`config.mk`:
```
export PLATFORM = sky130hd
export DESIGN_NAME = conv_top
export DESIGN_NICKNAME = d
export VERILOG_FILES = /design/src/source/conv_pkg.sv /design/src/source/conv_top.sv /design/src/source/filter_cache.sv /design/src/source/output_writer.sv /design/src/source/tile_mac.sv /design/src/source/window_sequencer.sv
export SDC_FILE = /design/constraint.sdc
export NUM_CORES = 1
export LEC_CHECK = 0
export CORE_MARGIN = 2
export CORE_UTILIZATION = 65
export DETAILED_ROUTE_END_ITERATION = 16
export DONT_BUFFER_PORTS = 1
export GPL_TIMING_DRIVEN = 0
export PLACE_DENSITY = 0.83
export SKIP_CTS_REPAIR_TIMING = 1
export SLEW_MARGIN = 15
export SYNTH_ARGS = -nofsm -noshare
export SYNTH_HDL_FRONTEND = slang
export SYNTH_SLANG_ARGS = --single-unit
```
`constraint.sdc`:
```
create_clock -name clock -period 14.42 [get_ports clock]
set_clock_uncertainty 0.1 [all_clocks]
set_input_delay 3.605 -clock clock [delete_from_list [all_inputs] [get_ports clock]]
set_output_delay 3.605 -clock clock [all_outputs]
set_load 0.02 [all_outputs]
```
`src/source/conv_pkg.sv`:
```
`default_nettype none

package conv_pkg;

  // ------------------------------------------------
  // Data widths
  // ------------------------------------------------
  localparam int DATA_W = 16;
  localparam int ACC_W = 32;

  // ------------------------------------------------
  // Tile geometry
  // ------------------------------------------------
  localparam int WINDOW_DIM = 3;
  localparam int TAP_COUNT = 9;
  localparam int TAP_W = 4;

  localparam int TILES_PER_SIDE = 4;
  localparam int TILE_COUNT = 16;
  localparam int TILE_W = 4;

  // ------------------------------------------------
  // Memory addresses
  // ------------------------------------------------
  // Image address is {row, column}, one nibble each
  localparam int IMAGE_ADDR_W = 8;
  localparam int FILTER_ADDR_W = 4;
  localparam int OUTPUT_ADDR_W = 4;

endpackage

`default_nettype wire

```
`src/source/conv_top.sv`:
```
`timescale 1ns/1ps
`default_nettype none

module conv_top
  import conv_pkg::*;
(
  input  wire logic                     clock,
  input  wire logic                     rst_n,
  input  wire logic                     go,
  output logic                          finish,
  output logic [IMAGE_ADDR_W-1:0]       image_address,
  output logic                          image_enable,
  input  wire logic [DATA_W-1:0]        image_data,
  output logic [FILTER_ADDR_W-1:0]      filter_address,
  output logic                          filter_enable,
  input  wire logic [DATA_W-1:0]        filter_data,
  output logic [OUTPUT_ADDR_W-1:0]      output_address,
  output logic [DATA_W-1:0]             output_data,
  output logic                          output_write
);

  // ------------------------------------------------
  // Tap strobes
  // ------------------------------------------------
  logic             tap_valid;
  logic [TAP_W-1:0] tap_index;
  logic             tap_first;
  logic             tap_last;

  // ------------------------------------------------
  // Datapath
  // ------------------------------------------------
  logic [DATA_W-1:0] filter_tap;
  logic [DATA_W-1:0] result;
  logic              result_valid;

  window_sequencer u_sequencer (
    .clock         (clock),
    .rst_n         (rst_n),
    .go            (go),
    .finish        (finish),
    .image_address (image_address),
    .image_enable  (image_enable),
    .tap_valid     (tap_valid),
    .tap_index     (tap_index),
    .tap_first     (tap_first),
    .tap_last      (tap_last)
  );

  filter_cache u_filter_cache (
    .clock          (clock),
    .rst_n          (rst_n),
    .tap_valid      (tap_valid),
    .tap_index      (tap_index),
    .filter_data    (filter_data),
    .filter_address (filter_address),
    .filter_enable  (filter_enable),
    .filter_tap     (filter_tap)
  );

  tile_mac u_tile_mac (
    .clock        (clock),
    .rst_n        (rst_n),
    .tap_valid    (tap_valid),
    .tap_first    (tap_first),
    .tap_last     (tap_last),
    .image_data   (image_data),
    .filter_tap   (filter_tap),
    .result       (result),
    .result_valid (result_valid)
  );

  output_writer u_output_writer (
    .clock          (clock),
    .rst_n          (rst_n),
    .go             (go),
    .result         (result),
    .result_valid   (result_valid),
    .output_address (output_address),
    .output_data    (output_data),
    .output_write   (output_write),
    .finish         (finish)
  );

endmodule

`default_nettype wire

```
`src/source/filter_cache.sv`:
```
`timescale 1ns/1ps
`default_nettype none

module filter_cache
  import conv_pkg::*;
(
  input  wire logic                     clock,
  input  wire logic                     rst_n,
  input  wire logic                     tap_valid,
  input  wire logic [TAP_W-1:0]         tap_index,
  input  wire logic [DATA_W-1:0]        filter_data,
  output logic [FILTER_ADDR_W-1:0]      filter_address,
  output logic                          filter_enable,
  output logic [DATA_W-1:0]             filter_tap
);

  logic [DATA_W-1:0] tap_file [TAP_COUNT];
  logic              filled;
  logic              fetch_d;
  logic [TAP_W-1:0]  index_d;
  logic [DATA_W-1:0] read_q;

  // Memory is only read until all nine taps are held
  assign filter_enable  = tap_valid && !filled;
  assign filter_address = FILTER_ADDR_W'(tap_index);

  // Fresh memory word during the fetch, cached copy afterwards
  assign filter_tap = fetch_d ? filter_data : read_q;

  always_ff @(posedge clock) begin
    if (!rst_n) begin
      fetch_d <= 1'b0;
      filled  <= 1'b0;
    end else begin
      fetch_d <= filter_enable;
      if (filter_enable && (tap_index == TAP_W'(TAP_COUNT - 1))) begin
        filled <= 1'b1;
      end
    end
  end

  // ------------------------------------------------
  // Register file
  // ------------------------------------------------
  always_ff @(posedge clock) begin
    index_d <= tap_index;
    if (fetch_d) begin
      tap_file[index_d] <= filter_data;
    end
    if (tap_valid && filled) begin
      read_q <= tap_file[tap_index];
    end
  end

endmodule

`default_nettype wire

```
`src/source/output_writer.sv`:
```
`timescale 1ns/1ps
`default_nettype none

module output_writer
  import conv_pkg::*;
(
  input  wire logic                     clock,
  input  wire logic                     rst_n,
  input  wire logic                     go,
  input  wire logic [DATA_W-1:0]        result,
  input  wire logic                     result_valid,
  output logic [OUTPUT_ADDR_W-1:0]      output_address,
  output logic [DATA_W-1:0]             output_data,
  output logic                          output_write,
  output logic                          finish
);

  logic [TILE_W-1:0] tile_count;

  always_ff @(posedge clock) begin
    if (!rst_n) begin
      output_write   <= 1'b0;
      output_address <= '0;
      tile_count     <= '0;
      finish         <= 1'b0;
    end else begin
      output_write <= result_valid;
      if (result_valid) begin
        output_address <= OUTPUT_ADDR_W'(tile_count);
        tile_count     <= tile_count + 1'b1;
      end

      // Last tile written, hold until the next run starts
      if (output_write && (output_address == OUTPUT_ADDR_W'(TILE_COUNT - 1))) begin
        finish <= 1'b1;
      end else if (go) begin
        finish <= 1'b0;
      end
    end
  end

  always_ff @(posedge clock) begin
    if (result_valid) begin
      output_data <= result;
    end
  end

endmodule

`default_nettype wire

```
`src/source/tile_mac.sv`:
```
`timescale 1ns/1ps
`default_nettype none

module tile_mac
  import conv_pkg::*;
(
  input  wire logic                      clock,
  input  wire logic                      rst_n,
  input  wire logic                      tap_valid,
  input  wire logic                      tap_first,
  input  wire logic                      tap_last,
  input  wire logic signed [DATA_W-1:0]  image_data,
  input  wire logic signed [DATA_W-1:0]  filter_tap,
  output logic [DATA_W-1:0]              result,
  output logic                           result_valid
);

  logic valid_d;
  logic first_d;
  logic last_d;

  logic signed [ACC_W-1:0] product;
  logic signed [ACC_W-1:0] acc;
  logic signed [ACC_W-1:0] sum;

  assign product = image_data * filter_tap;

  // Wraps on overflow
  assign sum = first_d ? product : acc + product;

  // ------------------------------------------------
  // Strobes, one cycle late to meet the memory data
  // ------------------------------------------------
  always_ff @(posedge clock) begin
    if (!rst_n) begin
      valid_d      <= 1'b0;
      first_d      <= 1'b0;
      last_d       <= 1'b0;
      result_valid <= 1'b0;
    end else begin
      valid_d      <= tap_valid;
      first_d      <= tap_valid && tap_first;
      last_d       <= tap_valid && tap_last;
      result_valid <= valid_d && last_d;
    end
  end

  // ------------------------------------------------
  // Accumulate and clamp
  // ------------------------------------------------
  always_ff @(posedge clock) begin
    if (valid_d) begin
      acc <= sum;
    end
    if (valid_d && last_d) begin
      // Negative sums clamp to zero, else keep the upper half
      result <= sum[ACC_W-1] ? '0 : sum[ACC_W-1 -: DATA_W];
    end
  end

endmodule

`default_nettype wire

```
`src/source/window_sequencer.sv`:
```
`timescale 1ns/1ps
`default_nettype none

module window_sequencer
  import conv_pkg::*;
(
  input  wire logic                    clock,
  input  wire logic                    rst_n,
  input  wire logic                    go,
  input  wire logic                    finish,
  output logic [IMAGE_ADDR_W-1:0]      image_address,
  output logic                         image_enable,
  output logic                         tap_valid,
  output logic [TAP_W-1:0]             tap_index,
  output logic                         tap_first,
  output logic                         tap_last
);

  logic running;
  logic draining;
  logic start;
  logic issue;

  logic [TILE_W-1:0] tile;
  logic [1:0]        row_off;
  logic [1:0]        col_off;

  logic col_end;
  logic row_end;
  logic tile_end;
  logic last_tap;

  logic [IMAGE_ADDR_W/2-1:0] row_base;
  logic [IMAGE_ADDR_W/2-1:0] col_base;
  logic [IMAGE_ADDR_W/2-1:0] row;
  logic [IMAGE_ADDR_W/2-1:0] col;

  // Go only while idle, and not before the previous run has finished
  assign start = go && !running && (!draining || finish);
  assign issue = start || running;

  assign col_end  = (col_off == 2'(WINDOW_DIM - 1));
  assign row_end  = (row_off == 2'(WINDOW_DIM - 1));
  assign tile_end = (tile == TILE_W'(TILE_COUNT - 1));
  assign last_tap = col_end && row_end && tile_end;

  // Tiles in raster order
  assign row_base = (IMAGE_ADDR_W/2)'((tile / TILES_PER_SIDE) * WINDOW_DIM);
  assign col_base = (IMAGE_ADDR_W/2)'((tile % TILES_PER_SIDE) * WINDOW_DIM);
  assign row = row_base + (IMAGE_ADDR_W/2)'(row_off);
  assign col = col_base + (IMAGE_ADDR_W/2)'(col_off);

  // ------------------------------------------------
  // Run level and tap walk
  // ------------------------------------------------
  always_ff @(posedge clock) begin
    if (!rst_n) begin
      running      <= 1'b0;
      draining     <= 1'b0;
      image_enable <= 1'b0;
      tap_valid    <= 1'b0;
      tap_first    <= 1'b0;
      tap_last     <= 1'b0;
      tile         <= '0;
      row_off      <= '0;
      col_off      <= '0;
    end else begin
      image_enable <= issue;
      tap_valid    <= issue;
      tap_first    <= issue && (row_off == 2'd0) && (col_off == 2'd0);
      tap_last     <= issue && row_end && col_end;

      if (issue) begin
        running <= !last_tap;
        if (col_end) begin
          col_off <= '0;
          if (row_end) begin
            row_off <= '0;
            tile    <= tile + 1'b1;
          end else begin
            row_off <= row_off + 1'b1;
          end
        end else begin
          col_off <= col_off + 1'b1;
        end
      end

      // Held until the writer reports the last result
      if (issue && last_tap) begin
        draining <= 1'b1;
      end else if (finish) begin
        draining <= 1'b0;
      end
    end
  end

  always_ff @(posedge clock) begin
    if (issue) begin
      image_address <= {row, col};
      tap_index     <= TAP_W'(row_off * WINDOW_DIM + col_off);
    end
  end

endmodule

`default_nettype wire
```
==> metrics.md, run 1 <==
| Metric | Value |
|---|---|
| Total congestion overflow | 0 |
| Dominant synthesized flop cell | edfxtp_1 |
| Post-Route Utilization | a little over two thirds |
| Total negative slack | 0 ns |
| Worst Setup Path Type | primary input to flip-flop |
| Core region area | 0.0334 mm^2 |
| Clock transition at the register clock pins on the worst setup and hold paths after CTS | ~0.070 ns |
| CTS Root Buffer Type | clkbuf_16 |
| Layout net count | 2408 |
| Routability-driven placement congestion ratio | approximately 0.96 |
| Remaining design rule violation count | 0 |
| Netlist cell types | 68 |
| Die extent in x | 188 um |
| Synth Cell Area | roughly 0.022 mm^2 |
| Min Hold Slack | approximately 0.31 ns |
| Final wirelength | between 50 and 60 mm |
| Antenna violations before repair | 0 |
| Register area share after synthesis | 34.9% |
| Fraction of layout cells with a size suffix above 1 | 7.53% |
| Count of endpoints failing hold in the final timing report | 0 |
| Final min period | between 10 and 15 ns |
| Layout Area Growth over Synthesis | 7.29% |
| Area contributors post-synth | edfxtp_1 (32%), fa_1 (24%), ha_1 (7.3%) |
| Flip-flop and latch count after synthesis | between 200 and 300 |
| DP HPWL | 39.3 mm |
| RSZ-0062 raised after global routing | false |
| Die ar. | ~0.035 mm^2 |
| Required arrival time at the worst endpoint | between 10 and 15 ns |
| Overall global routing resource usage | a little under a third |
| Count of pins over their slew limit | 0 |
| Post-route design area | about 0.024 mm^2 |
| Number of placement rows | 67 |
| H-tree depth | 1 |
| Iter 0 DRT Violations | 1027 |
| Slowest cell on the critical path | mux2i_2 |
| Number of vias after detailed routing | roughly 15000 |
| Number of search-and-repair iterations in the first detailed-routing pass | 6 |
| Avg Vias per Cell | between 5 and 6 |
| EDFF count, synth | around 230 |
| Via count of the first global-routing pass | roughly 15000 |
| Post-placement cell area | 0.0228 mm^2 |
| Share of the clock period used by the worst path after layout | approximately 90% |
| Mean instance size in the synthesized netlist | around 11 um^2 |
| Clock insertion delay at the later pin of the skew report | between 0.5 and 0.6 ns |
| Class of the most critical hold timing path | flip-flop to flip-flop |
| Synth area leader | edfxtp_1 |
| Worst-Margin Slew | 1.17 ns |
| Slew headroom | 19.9% |
| Critical-path maximum fanout | 10 |
| Wire length of the first global-routing pass | 81.8 mm |
| Syn. warnings | 0 |
| Vertical die dimension | between 150 and 200 um |
| Most frequent CP cell | fa_1 |
| Total nets after synthesis | ~2400 |
| I/O Buffers | 0 |
| Routed len/inst | about 21 um |
| Detail Route Antenna Nets | 0 |
| Count of boundary I/O pins | 71 |
| Setup-failing EPs final | 0 |
| Maximum number of pins on one net before global-route repair | 21 |
| Number of buffers created by CTS | 28 |
| Crit end category | flip-flop |
| CTS Sinks | around 270 |
| Starting density of the core | 65.8% |
| Crit path arrival time | 13.21 ns |
| Status | finished, final reports clean |
| Worst stage delay on the critical path | ~0.67 ns |
| Fraction of synthesis flops using an asynchronous set or reset pin | 0% |
| Number of diodes | 0 |
| Area share of the largest cell type after synthesis | between 30% and 40% |
| Post-synthesis cell count | 1932 |
| Peak clock frequency supported by timing | between 70 and 80 MHz |
| Critical path launch point type | primary input |
| Maximum capacitance violations | 0 |
| CTS tree | built |
| Maximum root-to-sink buffer count | 3 |
==> final timing paths <==
path | from | end | slack, ns | cells after the start
max reg2reg | u_filter_cache.fetch_d | u_tile_mac.result[10] | 3.43 | 30
max | filter_data[4] | u_tile_mac.result[10] | 1.47 | 32
min | u_tile_mac.result[4] | u_output_writer.output_data[4] | 0.31 | 0
min reg2reg | u_tile_mac.result[4] | u_output_writer.output_data[4] | 0.31 | 0
==> metal layers <==
metal | routed length (um) | GRT usage (%) | vias to the layer above | share of wire [%]
met5 | 0 | 0 | - | 0
met4 | 2530 | 14.5 | 0 | 5.0
met3 | 3600 | 5.17 | 158 | 7.1
met2 | 26100 | 52.1 | 584 | 51
met1 | 18800 | 36.7 | 7342 | 37
li1 | - | - | 6430 | -
==> sequential cells by signal, indices dropped and copies added (netlist names), 8 cells and up <==
| name | count |
|---|---|
| u_filter_cache.tap_file | 144 |
| u_filter_cache.read_q | 16 |
| u_tile_mac.result | 15 |
| u_output_writer.output_data | 15 |
| u_sequencer.image_address | 8 |
| u_tile_mac.acc | 32 |
==> cells by family after synthesis <==
group / Yosys count / synth area share [%]
AO/OA/AOI/OAI: 222 / 6.76
XOR/XNOR: 63 / 2.54
adder cells (fa/ha/maj): 397 / 31.7
buffers and inverters: 394 / 6.75
flip-flops: 267 / 34.9
multiplexers: 81 / 5.61
other: 1 / 0.0170
AND/OR/NAND/NOR: 507 / 11.7
==> layout by cell type (no fill, tap or decap), types with 23 or more instances in the layout <==
cell and n:
xnor2_1 39, a21oi_1 58, clkbuf_1 59, a21o_1 30, nor2b_1 74, and2_1 83
nor2_1 62, o21ai_0 56, clkbuf_16 28, xor2_1 23, dfxtp_1 32, ha_1 128
nand2_1 180, edfxtp_1 234, inv_1 328, mux4_2 32, mux2i_1 27, fa_1 269
==> cell type report <==
| type | count | area (um^2) |
|---|---|---|
| Timing Repair Buffer | 14 | 159 |
| Sequential cell | 267 | 7690 |
| Inverter | 329 | 1240 |
| Tap cell | 448 | 561 |
| Clock buffer | 32 | 716 |
| Clock inverter | 15 | 123 |
| Fill cell | 2242 | 9830 |
| Multi-Input combinational cell | 1271 | 12900 |
| Buffer | 65 | 248 |
==> worst max-delay path, delay by kind of cell <==
| kind | cells | cell delay [ns] |
|---|---|---|
| xor gates and xnor gates | 1 | 0.40 |
| adders and majority gates | 8 | 3.70 |
| AOI/OAI and AO/OA | 12 | 3.21 |
| buffers and inverters | 7 | 1.11 |
| and+or+nand+nor | 3 | 0.51 |
| muxes | 1 | 0.67 |
==> synthesized netlist by cell type, drive strengths merged, types with 5 or more instances <==
| library cell | count |
|---|---|
| nand4 | 7 |
| clkbuf | 55 |
| fa | 269 |
| mux2i | 30 |
| mux2 | 19 |
| nor2 | 69 |
| ha | 128 |
| a211oi | 19 |
| o21bai | 8 |
| dfxtp | 33 |
| a31oi | 8 |
| xnor2 | 39 |
| and2 | 91 |
| nand3 | 8 |
| o31ai | 5 |
| or2 | 10 |
| and3 | 15 |
| a21o | 31 |
| xor2 | 24 |
| edfxtp | 234 |
| nand2b | 18 |
| inv | 329 |
| o21a | 6 |
| nor2b | 74 |
| mux4 | 32 |
| a21oi | 59 |
| o21ai | 57 |
| nand2 | 180 |
| nor3 | 19 |
| buf | 10 |
==> through the flow <==
stage	worst slack (ns)	instances
floorplan	2.60	1932
global placement	0.834	2380
detailed placement	0.984	2394
CTS	1.55	2441
global route	1.10	2441
finish	1.47	2441
Power of run 1 is not shown: default switching activity piles up to over one toggle a cycle in this logic, so the estimate is an artifact.
==> run 2, diff against run 1 <==
CORE_ASPECT_RATIO = 0.9   (was unset)
CORE_UTILIZATION = 24   (was 65)
PLACE_DENSITY = 0.39   (was 0.83)
==> run 2 against run 1 <==
Against the previous run: count of clock-buffer cells in the layout grew 14; sequential share of layout area shrank 1.7 points; setup slack gained 0.040 ns; flip-flop and latch count is the same; core utilization shrank 43 points; final cell count grew 33%; critical path depth grew 1; die area grew to 2.7 times the previous value.
==> metrics.md, run 2 (same netlist as run 1, synthesis figures left out) <==
| Metric | Value |
|---|---|
| Avg Vias per Cell | 4.24 (-29%) |
| Crit path arrival time | 13.13 ns (-0.08 ns) |
| Worst Setup Path Type | primary input to flip-flop |
| DP HPWL | 47.7 mm (+21%) |
| Fin cells | 3246 (+33%) |
| Largest Register | u_filter_cache.tap_file |
| Maximum number of pins on one net before global-route repair | 22 (+4.8%) |
| Total negative slack | 0 ns (unchanged) |
| Iter 0 DRT Violations | 793 (-23%) |
| Count of boundary I/O pins | 71 (unchanged) |
| CTS Root Buffer Type | clkbuf_16 |
| Vertical die dimension | 291 um (+55%) |
| Clock insertion delay at the later pin of the skew report | 0.54 ns (-0.03 ns) |
| Registers with the most flip-flops | u_filter_cache.tap_file x144, u_tile_mac.acc x32, u_filter_cache.read_q x16 |
| Minimum setup slack among reg-to-reg paths | 2.89 ns (-0.54 ns) |
| Launch point of the worst reg-to-reg path | u_filter_cache.fetch_d |
| Maximum capacitance violations | 0 (unchanged) |
| Die ar. | 0.0942 mm^2 (+170%) |
| CTS Sinks | 267 (unchanged) |
| Number of fillers in the final layout | 9575 (+330%) |
| Status | finished, final reports clean |
| Storage cell area | 0.00769 mm^2 (unchanged) |
| Commonest cells after routing, fill and taps aside | inv_1 (328), fa_1 (269), edfxtp_1 (234), nand2_1 (180), ha_1 (128) |
| CP startpoint | filter_data[4] |
| Layout net count | 2420 (+0.50%) |
| Overall global routing resource usage | 12.9% (-17 points) |
| Fraction of layout cells with a size suffix above 1 | 8.40% (+0.87 points) |
| Worst-Margin Slew | 1.11 ns (-0.0593 ns) |
| Critical-path maximum fanout | 10 (unchanged) |
| Most common library cell in the layout ignoring fill and taps | inv_1 |
| Number of buffers created by CTS | 35 (+25%) |
| Routability-driven placement congestion ratio | 0.830 (-14%) |
| Final setup margin | 1.51 ns (+0.0395 ns) |
| Worst Setup Slack post-DPL | 0.779 ns (-0.205 ns) |
| Layout Area Growth over Synthesis | 13.3% |
| Most frequent CP cell | fa_1 |
| Antenna violations before repair | 3 (+3) |
| Remaining design rule violation count | 0 (unchanged) |
| H-tree depth | 2 (+1) |
| RSZ-0062 raised after global routing | false |
| Worst stage delay on the critical path | 0.58 ns (-0.09 ns) |
| Clock transition at the register clock pins on the worst setup and hold paths after CTS | 0.05 ns (-0.02 ns) |
| Instance count along the most critical hold path | 0 (unchanged) |
| Crit end category | flip-flop |
| Slew headroom | 26.0% (+6.1 points) |
| Count of pins over their slew limit | 0 (unchanged) |
| Slowest cell on the critical path | clkbuf_1 |
| Final wirelength | 59.4 mm (+16%) |
| Critical path launch point type | primary input |
| Wire length of the first global-routing pass | 91.7 mm (+12%) |
| Area taken by multi-input logic gates | 0.0129 mm^2 (about the same) |
| Number of search-and-repair iterations in the first detailed-routing pass | 5 (-1) |
| Maximum root-to-sink buffer count | 3 (unchanged) |
| Final min period | 12.91 ns (-0.0395 ns) |
| Hold Startpoint | u_tile_mac.result[14] |
| Share of the clock period used by the worst path after layout | 89.5% (-0.27 points) |
| Peak clock frequency supported by timing | 77.5 MHz (+0.31%) |
| Total congestion overflow | 0 (unchanged) |
| I/O Buffers | 0 (unchanged) |
| Routed len/inst | 18.3 um (-13%) |
| Max reg flops | 144 (unchanged) |
| Starting density of the core | 24.2% (-42 points) |
| Die extent in x | 323 um (+72%) |
| Worst r2r dst | u_tile_mac.result[14] |
| Sink of the worst hold path | u_output_writer.output_data[14] |
| CTS tree | built |
| Number of placement rows | 105 (+57%) |
| Count of endpoints failing hold in the final timing report | 0 (unchanged) |
| Detail Route Antenna Nets | 0 (unchanged) |
| Core region area | 0.0910 mm^2 (+170%) |
| Cells on worst reg2reg path | 33 (+10%) |
| Required arrival time at the worst endpoint | 14.64 ns (-0.05 ns) |
| Number of vias after detailed routing | 13800 (-5.3%) |
| Class of the most critical hold timing path | flip-flop to flip-flop |
| Setup-failing EPs final | 0 (unchanged) |
| Placed Cells incl. Taps | 3181 (+33%) |
| Via count of the first global-routing pass | 14900 (-3.5%) |
## run 2: critical path: cells and delay by family
family,cells,cell delay (ns)
fa+ha+maj,8,3.71
mux,1,0.15
buf+inv,8,1.33
compound gates,12,3.34
simple gates,3,0.52
xor+xnor,1,0.44
## run 2: final cells by class
type	instances	area share (%)
Sequential cell	267	30.8
Inverter	329	4.96
Timing Repair Buffer	19	0.828
Clock inverter	16	0.733
Antenna cell	3	0.0301
Multi-Input combinational cell	1271	51.7
Clock buffer	46	3.76
Buffer	65	0.993
Tap cell	1230	6.17
## run 2: worst max-delay path by stage
| stage | end | slack [ns] |
|---|---|---|
| 6_report | u_tile_mac.result[14] | 1.51 |
| 5_1_grt | u_tile_mac.result[14] | 0.82 |
| 3_5_place_dp | u_tile_mac.result[14] | 0.78 |
| 4_1_cts | u_tile_mac.result[14] | 1.33 |
| 2_1_floorplan | u_tile_mac.result[11] | 2.60 |
| 3_3_place_gp | u_tile_mac.result[10] | -0.05 |
## run 2: metal layers
layer	GRT usage, %	up-vias	wire length [um]
met3	2.51	57	3090
li1	-	6464	-
met4	2.33	0	913
met1	17.1	7011	26100
met5	0	-	0
met2	21.9	218	29200
## run 2: stage by stage
step | utilization, % | instance area, um^2 | hold WS [ns]
after global routing | 27.4 | 24900 | 0.317
after CTS | 27.4 | 24900 | 0.315
after global placement | 25.9 | 23600 | 0.307
final | 27.4 | 24900 | 0.308
after detailed placement | 26.2 | 23800 | 0.306
after floorplan | - | 22000 | 0.300
Power of run 2 is left out for the same reason.
